--- config.mk ---
export PLATFORM = sky130hd
export DESIGN_NAME = night_sky_top
export DESIGN_NICKNAME = d
export VERILOG_FILES = /design/src/hw/sky_pkg.sv /design/src/hw/night_sky_top.sv /design/src/hw/sky_scheduler.sv /design/src/hw/sprite_address_mux.sv /design/src/hw/sprite_window.sv
export SDC_FILE = /design/constraint.sdc
export NUM_CORES = 1
export LEC_CHECK = 0
export BUFFER_PORTS_ARGS = -buffer_cell sky130_fd_sc_hd__buf_4
export CAP_MARGIN = 40
export CORE_MARGIN = 2
export CORE_UTILIZATION = 35
export DETAILED_ROUTE_END_ITERATION = 16
export HOLD_SLACK_MARGIN = 0.1
export REMOVE_ABC_BUFFERS = 1
export SETUP_SLACK_MARGIN = 0.4
export SLEW_MARGIN = 40
export SYNTH_ARGS = -nofsm -noshare
export SYNTH_HDL_FRONTEND = slang
export SYNTH_HIERARCHICAL = 1
export SYNTH_SLANG_ARGS = --single-unit
--- constraint.sdc ---
create_clock -name frame_Clk -period 10.72 [get_ports frame_Clk]
set_input_delay 0.536 -clock frame_Clk [delete_from_list [all_inputs] [get_ports frame_Clk]]
set_output_delay 0.536 -clock frame_Clk [all_outputs]
set_load 0.01 [all_outputs]
--- src/hw/sky_pkg.sv ---
package sky_pkg;

	localparam int NUM_SLOTS = 3;	// slot 0 moon, slots 1 and 2 stars

	// rom base of each moon phase, indexed by moon_phase_t
	localparam logic [17:0] MOON_BASE [0:6] = '{
		18'd142615,	// full, 80x80
		18'd149015,
		18'd152215,
		18'd155415,
		18'd158615,	// first of the right halves
		18'd161815,
		18'd165015
	};

	localparam logic [17:0] STAR_BASE [0:2] = '{
		18'd224411,
		18'd224717,
		18'd225059
	};

	localparam logic [6:0] STAR_HEIGHT [0:2] = '{7'd17, 7'd19, 7'd18};
	localparam logic [6:0] STAR_WIDTH = 7'd18;

	// moon sprite sizes
	localparam logic [6:0] MOON_FULL_W = 7'd80;
	localparam logic [6:0] MOON_HALF_W = 7'd40;
	localparam logic [6:0] MOON_H      = 7'd80;

	// screen positions
	localparam logic [9:0] MOON_LEFT_X  = 10'd10;
	localparam logic [9:0] MOON_RIGHT_X = 10'd40;
	localparam logic [9:0] MOON_Y       = 10'd10;
	localparam logic [9:0] STAR1_X      = 10'd100;
	localparam logic [9:0] STAR1_Y      = 10'd20;
	localparam logic [9:0] STAR2_X      = 10'd200;
	localparam logic [9:0] STAR2_Y      = 10'd60;

	localparam int FRAME_PERIOD = 30;	// frames per full star cycle
	localparam logic [5:0] LFSR_SEED = 6'b010101;

	typedef enum logic [2:0] {
		MOON_FULL,
		LEFT1,
		LEFT2,
		LEFT3,
		RIGHT1,
		RIGHT2,
		RIGHT3
	} moon_phase_t;

	typedef struct packed {
		logic       valid;
		logic [9:0] x;
		logic [9:0] y;
	} pixel_req_t;

	typedef struct packed {
		logic [17:0] base;
		logic [9:0]  loc_x;
		logic [9:0]  loc_y;
		logic [6:0]  size_x;
		logic [6:0]  size_y;
	} sprite_desc_t;

	typedef struct packed {
		logic       hit;
		logic [6:0] dist_x;	// offset from sprite origin
		logic [6:0] dist_y;
	} window_hit_t;

	typedef struct packed {
		logic        valid;
		logic [1:0]  code;	// 0 none, 1 moon, 2 star 1, 3 star 2
		logic [17:0] address;
	} sky_pixel_t;

endpackage

--- src/hw/night_sky_top.sv ---
`timescale 1ns/10ps

module night_sky_top import sky_pkg::*;
(
	input  logic       frame_Clk,
	input  logic       Reset,
	input  pixel_req_t write_req,
	input  logic       frame_start,
	input  logic       is_night,
	output sky_pixel_t pixel_out
);

	pixel_req_t   req_q;	// stage 1
	logic         valid_d;	// valid at the window stage
	sprite_desc_t desc [NUM_SLOTS];
	window_hit_t  hits [NUM_SLOTS];

	always_ff @(posedge frame_Clk or posedge Reset)
	begin
		if (Reset)
		begin
			req_q <= '0;
			valid_d <= 1'b0;
		end
		else
		begin
			req_q <= write_req;
			valid_d <= req_q.valid;
		end
	end

	sky_scheduler i_scheduler (
		.frame_Clk   (frame_Clk),
		.Reset       (Reset),
		.frame_start (frame_start),
		.is_night    (is_night),
		.desc        (desc)
	);

	// one window per slot, stage 2
	genvar s;
	generate
		for (s = 0; s < NUM_SLOTS; s = s + 1)
		begin : g_window
			sprite_window i_window (
				.frame_Clk (frame_Clk),
				.Reset     (Reset),
				.req       (req_q),
				.is_night  (is_night),
				.desc      (desc[s]),
				.hit       (hits[s])
			);
		end
	endgenerate

	sprite_address_mux i_mux (
		.frame_Clk (frame_Clk),
		.Reset     (Reset),
		.hits      (hits),
		.desc      (desc),
		.valid_in  (valid_d),
		.pixel_out (pixel_out)	// stage 3
	);

endmodule

--- src/hw/sky_scheduler.sv ---
`timescale 1ns/10ps

module sky_scheduler import sky_pkg::*;
(
	input  logic         frame_Clk,
	input  logic         Reset,
	input  logic         frame_start,	// one-cycle pulse per frame
	input  logic         is_night,
	output sprite_desc_t desc [NUM_SLOTS]
);

	logic [4:0]  frame_count;	// runs 1 .. FRAME_PERIOD
	logic [1:0]  star_idx;
	logic [5:0]  lfsr;
	logic        night_q;	// is_night one cycle ago
	logic        night_rise;
	moon_phase_t phase;
	moon_phase_t next_phase;

	// map the random value onto a phase, full moon twice as likely
	function automatic moon_phase_t pick_phase(input logic [5:0] r);
		moon_phase_t p;
		if (r < 6'd16)
			p = MOON_FULL;
		else if (r < 6'd24)
			p = LEFT1;
		else if (r < 6'd32)
			p = LEFT2;
		else if (r < 6'd40)
			p = LEFT3;
		else if (r < 6'd48)
			p = RIGHT1;
		else if (r < 6'd56)
			p = RIGHT2;
		else
			p = RIGHT3;
		return p;
	endfunction

	// star sprite changes every third of the period
	always_ff @(posedge frame_Clk or posedge Reset)
	begin
		if (Reset)
		begin
			frame_count <= 5'd1;
			star_idx <= 2'd0;
		end
		else if (frame_start)
		begin
			if (frame_count == 5'(FRAME_PERIOD))
			begin
				star_idx <= 2'd0;
				frame_count <= 5'd1;	// wrap back to the start
			end
			else
			begin
				if (frame_count == 5'd1)
					star_idx <= 2'd0;
				else if (frame_count == 5'(FRAME_PERIOD / 3))
					star_idx <= 2'd1;
				else if (frame_count == 5'(2 * FRAME_PERIOD / 3))
					star_idx <= 2'd2;
				frame_count <= frame_count + 5'd1;
			end
		end
	end

	assign night_rise = is_night & ~night_q;
	assign next_phase = pick_phase(lfsr);

	always_ff @(posedge frame_Clk or posedge Reset)
	begin
		if (Reset)
		begin
			lfsr <= LFSR_SEED;
			night_q <= 1'b0;
			phase <= MOON_FULL;
		end
		else
		begin
			night_q <= is_night;
			if (frame_start)
				lfsr <= {lfsr[4:0], lfsr[5] ^ lfsr[4]};	// one step per frame
			if (night_rise)
				phase <= next_phase;	// value before this cycle's step
		end
	end

	always_comb
	begin
		// moon
		desc[0].base = MOON_BASE[phase];
		desc[0].loc_y = MOON_Y;
		desc[0].size_y = MOON_H;
		case (phase)
			MOON_FULL:
			begin
				desc[0].loc_x = MOON_LEFT_X;
				desc[0].size_x = MOON_FULL_W;
			end
			LEFT1, LEFT2, LEFT3:
			begin
				desc[0].loc_x = MOON_LEFT_X;
				desc[0].size_x = MOON_HALF_W;
			end
			default:	// right halves
			begin
				desc[0].loc_x = MOON_RIGHT_X;
				desc[0].size_x = MOON_HALF_W;
			end
		endcase

		// both stars share one sprite
		desc[1].base = STAR_BASE[star_idx];
		desc[1].loc_x = STAR1_X;
		desc[1].loc_y = STAR1_Y;
		desc[1].size_x = STAR_WIDTH;
		desc[1].size_y = STAR_HEIGHT[star_idx];

		desc[2].base = STAR_BASE[star_idx];
		desc[2].loc_x = STAR2_X;
		desc[2].loc_y = STAR2_Y;
		desc[2].size_x = STAR_WIDTH;
		desc[2].size_y = STAR_HEIGHT[star_idx];
	end

endmodule

--- src/hw/sprite_address_mux.sv ---
`timescale 1ns/10ps

module sprite_address_mux import sky_pkg::*;
(
	input  logic         frame_Clk,
	input  logic         Reset,
	input  window_hit_t  hits [NUM_SLOTS],
	input  sprite_desc_t desc [NUM_SLOTS],
	input  logic         valid_in,	// aligned with hits
	output sky_pixel_t   pixel_out
);

	logic [1:0]  code;
	logic [17:0] base;
	logic [6:0]  size_x;
	logic [6:0]  dist_x;
	logic [6:0]  dist_y;
	logic [17:0] address;

	// fixed priority, the moon in front of both stars
	always_comb
	begin
		code = 2'd0;
		base = '0;
		size_x = '0;
		dist_x = '0;
		dist_y = '0;
		for (int i = NUM_SLOTS - 1; i >= 0; i--)	// lowest slot written last
		begin
			if (hits[i].hit)
			begin
				code = 2'(i + 1);
				base = desc[i].base;
				size_x = desc[i].size_x;
				dist_x = hits[i].dist_x;
				dist_y = hits[i].dist_y;
			end
		end
	end

	// row-major offset into the sprite
	assign address = base + (18'(dist_y) * 18'(size_x)) + 18'(dist_x);

	always_ff @(posedge frame_Clk or posedge Reset)
	begin
		if (Reset)
			pixel_out <= '0;
		else
		begin
			pixel_out.valid <= valid_in;
			pixel_out.code <= code;
			pixel_out.address <= address;	// zero when nothing hits
		end
	end

endmodule

--- src/hw/sprite_window.sv ---
`timescale 1ns/10ps

module sprite_window import sky_pkg::*;
(
	input  logic         frame_Clk,
	input  logic         Reset,
	input  pixel_req_t   req,
	input  logic         is_night,
	input  sprite_desc_t desc,
	output window_hit_t  hit
);

	logic [10:0] end_x;	// one past the right edge
	logic [10:0] end_y;	// one past the bottom edge
	logic        in_x;
	logic        in_y;
	logic [6:0]  dist_x;
	logic [6:0]  dist_y;

	// extra bit so the edge sum cannot wrap
	assign end_x = {1'b0, desc.loc_x} + 11'(desc.size_x);
	assign end_y = {1'b0, desc.loc_y} + 11'(desc.size_y);

	assign in_x = (req.x >= desc.loc_x) && ({1'b0, req.x} < end_x);
	assign in_y = (req.y >= desc.loc_y) && ({1'b0, req.y} < end_y);

	assign dist_x = 7'(req.x - desc.loc_x);	// only meaningful inside
	assign dist_y = 7'(req.y - desc.loc_y);

	always_ff @(posedge frame_Clk or posedge Reset)
	begin
		if (Reset)
			hit <= '0;
		else
		begin
			hit.hit <= req.valid && is_night && in_x && in_y;
			hit.dist_x <= dist_x;
			hit.dist_y <= dist_y;
		end
	end

endmodule

==> impl_metrics.py <==
metrics = {
    "status": {
        "status": "finished, final reports clean",
    },
    "global_route": {
        "grt_pass1_wl_microns": 45680,
        "grtUsageTotal": 0.1513,
        "antenna_found_initial": 0,
        "first_global_vias": 9246,
        "grt_start_max_net_pins": 90,
        "grt_overflow": 0,
    },
    "yosys": {
        "yosys.area.top_type": "ha_1",
        "synth_most_common_cell": "ha_1",
        "synth_area_per_cell_sq_um": 8.635,
        "synth_area_sq_um": 12680,
        "yosys_most_used_dff": "dfrtp_1",
        "synthCells": 1468,
        "ys_warn_count": 6,
        "yosysTopAreaCellShare": 0.2053,
        "synth_edf_count": 0,
        "ys_async_sr_fraction": 1.000,
        "ys_seq_area_frac": 0.2077,
        "synth_common_cells": "ha_1, inv_1, buf_4",
        "ys_seq_elements": 105,
        "synthTopCellsByArea": "ha_1, dfrtp_1, fa_1",
        "ys_types": 74,
    },
    "setup_path": {
        "required_ns": 11.01,
        "arrival_ns": 6.45,
        "critPathSlowestCell": "o21ai_0",
        "r2r-start": "g_window[1].i_window/hit[14]$_DFF_PP0_",
        "path_cells": "buf_4, nor2b_2, buf_4, a22oi_1, o21ai_0, nand2_1, fa_1, inv_1, fa_1, inv_1, fa_1, fa_1, inv_1, ha_1, and3_1, nand2_1, a21oi_1, o21ai_1, a21boi_1, xnor2_1",
        "rr_worst_depth": 20,
        "crit_path_end_kind": "flip-flop",
        "crit_path_start_kind": "flip-flop",
        "reg2reg_to": "i_mux/pixel_out[17]$_DFF_PP0_",
        "cpMostUsedCell": "fa_1",
        "cpPeakStageDelay_ns": 0.60,
        "r2r_slack_ns": 4.56,
        "critical_path_class": "flip-flop to flip-flop",
        "cp_max_fo": 42,
    },
    "drt": {
        "antenna_left": 0,
        "via_per_inst": 4.813,
        "first_pass_iters": 7,
        "post_drt_wl_per_cell_microns": 14.31,
        "drc": 0,
        "wl_microns": 27700,
        "vias": 9317,
        "drt-initial-drc-count": 454,
    },
    "cts": {
        "numClockSinks": 105,
        "worstSkewPairLatency_ns": 0.37,
        "cts_resized": 0,
        "clkSlewWorstSetupHoldPaths_ns": 0.08,
        "cts_setup_buffers": 0,
        "cts_tree": "built",
        "holdBufCountCts": 0,
        "clock_path_buffers": 2,
        "h-tree-depth": 3,
        "cts_made_buffers": 9,
        "root_buffer": "clkbuf_16",
    },
    "die": {
        "die_h_microns": 194.3,
        "initial_utilization": 0.3555,
        "die_area_sq_um": 37750,
        "rows": 69,
        "core_region_area_sq_um": 35660,
        "die_w_microns": 194.3,
        "pin_count": 46,
    },
    "pwr": {
        "leakagePower_nw": 6.537,
        "power.density_nw_per_um2": 132.8,
        "vdd_drop_max_v": 0.00008674,
    },
    "timing": {
        "setup_viol": 0,
        "grt_setup_unrepaired": "no",
        "fin_tns_setup_ns": 0,
        "worst_slack_ns": 4.558,
        "finalClockSkew_ns": 0.009965,
        "fin_crit_sh": 0.5748,
        "hold_violations": 0,
        "fmax_ghz": 0.1623,
        "worst_slew_pin_slew_ns": 0.7581,
        "fin_crit_ns": 6.162,
        "slew_headroom": 0.4946,
        "drv_slew": 0,
    },
    "cells_and_area": {
        "regArea_sq_um": 2634,
        "drive_above_1_share": 0.06983,
        "fin_nets": 1759,
        "multiInputGateArea_sq_um": 8588,
        "n_fill_cell": 3644,
        "diodes": 0,
        "syn_to_final_growth_pct": 3.988,
    },
    "min_path": {
        "hp-class": "input port to asynchronous set/reset pin",
    },
    "flow_run": {
        "drv_cap": 0,
    },
    "placed_design": {
        "hpwlAfterDp_microns": 23070,
        "port_buffers": 45,
        "dp_worst_setup_slack_ns": 4.677,
        "place.gp.congestion": 0.8797,
    },
}
==> sequential cells by signal, indices dropped and copies added, names as in the netlist <==
| signal | count |
|---|---|
| i_mux/pixel_out | 21 |
| g_window.i_window/hit | 45 |
| i_scheduler/phase | 3 |
| req_q | 21 |
| i_scheduler/star_idx | 2 |
| valid_d | 1 |
| i_scheduler/frame_count | 5 |
| i_scheduler/night_q | 1 |
| i_scheduler/lfsr | 6 |
==> worst max-delay path: cells and delay by family (launching register included) <==
kind / cells / cell delay (ns)
xor gates and xnor gates: 1 / 0.13
AOI/OAI and AO/OA: 5 / 1.29
and+or+nand+nor: 4 / 0.99
adders and majority gates: 5 / 2.50
DFF: 1 / 0.36
buffers and inverters: 5 / 0.79
==> power breakdown <==
group / leakage, nW / internal (mW) / switching (mW)
registers: 1.28 / 0.473 / 0.0626
clock network: 0.138 / 0.164 / 0.178
logic: 5.12 / 0.368 / 0.505
==> kinds of logic (layout without fill, tap and decap cells) <==
| logic type | after synthesis | after routing | synth area share |
|---|---|---|---|
| buf+inv | 351 | 257 | 0.1449 |
| compound gates | 335 | 335 | 0.1705 |
| simple gates | 320 | 320 | 0.1185 |
| fa+ha+maj | 264 | 264 | 0.2938 |
| flops | 105 | 105 | 0.2077 |
| xor+xnor | 83 | 83 | 0.05735 |
| mux | 8 | 8 | 0.006712 |
| other cells | 2 | 103 | 0.0005925 |
==> per-stage QoR <==
step,instances,hold WS (ns),cell area [sq um],power [mW],util
4_1_cts,1936,0.1666,13180,1.740,0.3697
6_report,1936,0.1622,13180,1.751,0.3697
5_1_grt,1936,0.1851,13180,1.926,0.3697
3_3_place_gp,1919,0.4498,12880,1.365,0.3612
3_5_place_dp,1920,0.4501,12890,1.389,0.3615
2_1_floorplan,1410,0.3312,11940,1.186,-
==> layout make-up <==
cell class / instances / area share
timing repair buffer: 49 / 0.02819
tap: 461 / 0.04376
clock inverter: 6 / 0.004651
clock buffer: 10 / 0.01737
inverter: 192 / 0.05467
sequential: 105 / 0.1998
multi-input combinational: 1113 / 0.6515
==> worst max path at each step <==
| stage | start | endpoint | slack [ns] | depth (start not counted) |
|---|---|---|---|---|
| after floorplan | g_window[1].i_window/hit[14]$_DFF_PP0_ | i_mux/pixel_out[16]$_DFF_PP0_ | 4.28 | 18 |
| after detailed placement | g_window[1].i_window/hit[14]$_DFF_PP0_ | i_mux/pixel_out[17]$_DFF_PP0_ | 4.68 | 20 |
| after global placement | g_window[1].i_window/hit[14]$_DFF_PP0_ | i_mux/pixel_out[17]$_DFF_PP0_ | 4.97 | 20 |
| after global routing | g_window[1].i_window/hit[14]$_DFF_PP0_ | i_mux/pixel_out[17]$_DFF_PP0_ | 4.16 | 20 |
| after CTS | g_window[1].i_window/hit[14]$_DFF_PP0_ | i_mux/pixel_out[17]$_DFF_PP0_ | 4.65 | 20 |
| final | g_window[1].i_window/hit[14]$_DFF_PP0_ | i_mux/pixel_out[17]$_DFF_PP0_ | 4.56 | 20 |
==> placed cells by master, fill, tap and decap left out, types with 4 or more instances in the layout <==
cell	instances
clkbuf_16	9
nor3_1	13
buf_4	48
nand2_1	101
fa_1	56
dfrtp_1	100
a21oi_1	100
o41ai_2	4
o21ai_1	12
inv_1	190
o41ai_1	6
o21a_1	23
mux2_2	4
xor2_1	29
o21ai_0	70
nand2b_1	18
a21o_1	24
a211oi_1	9
conb_1	103
o211ai_1	7
nor2b_1	16
nor2_1	108
o2111ai_1	7
mux2i_1	4
a22oi_1	38
ha_1	208
nand3_1	19
dfstp_2	4
xnor2_1	54
a21boi_0	5
nand4_1	16
and2_1	4
==> per-layer routing <==
layer / wire [microns] / part of all wire / track usage
met3: 811 / 0.029 / 0.01978
met2: 13180 / 0.48 / 0.2543
met1: 13110 / 0.47 / 0.2020
met4: 598 / 0.022 / 0.04758
met5: 0 / 0 / 0
Power figures use the tool's default switching activity.
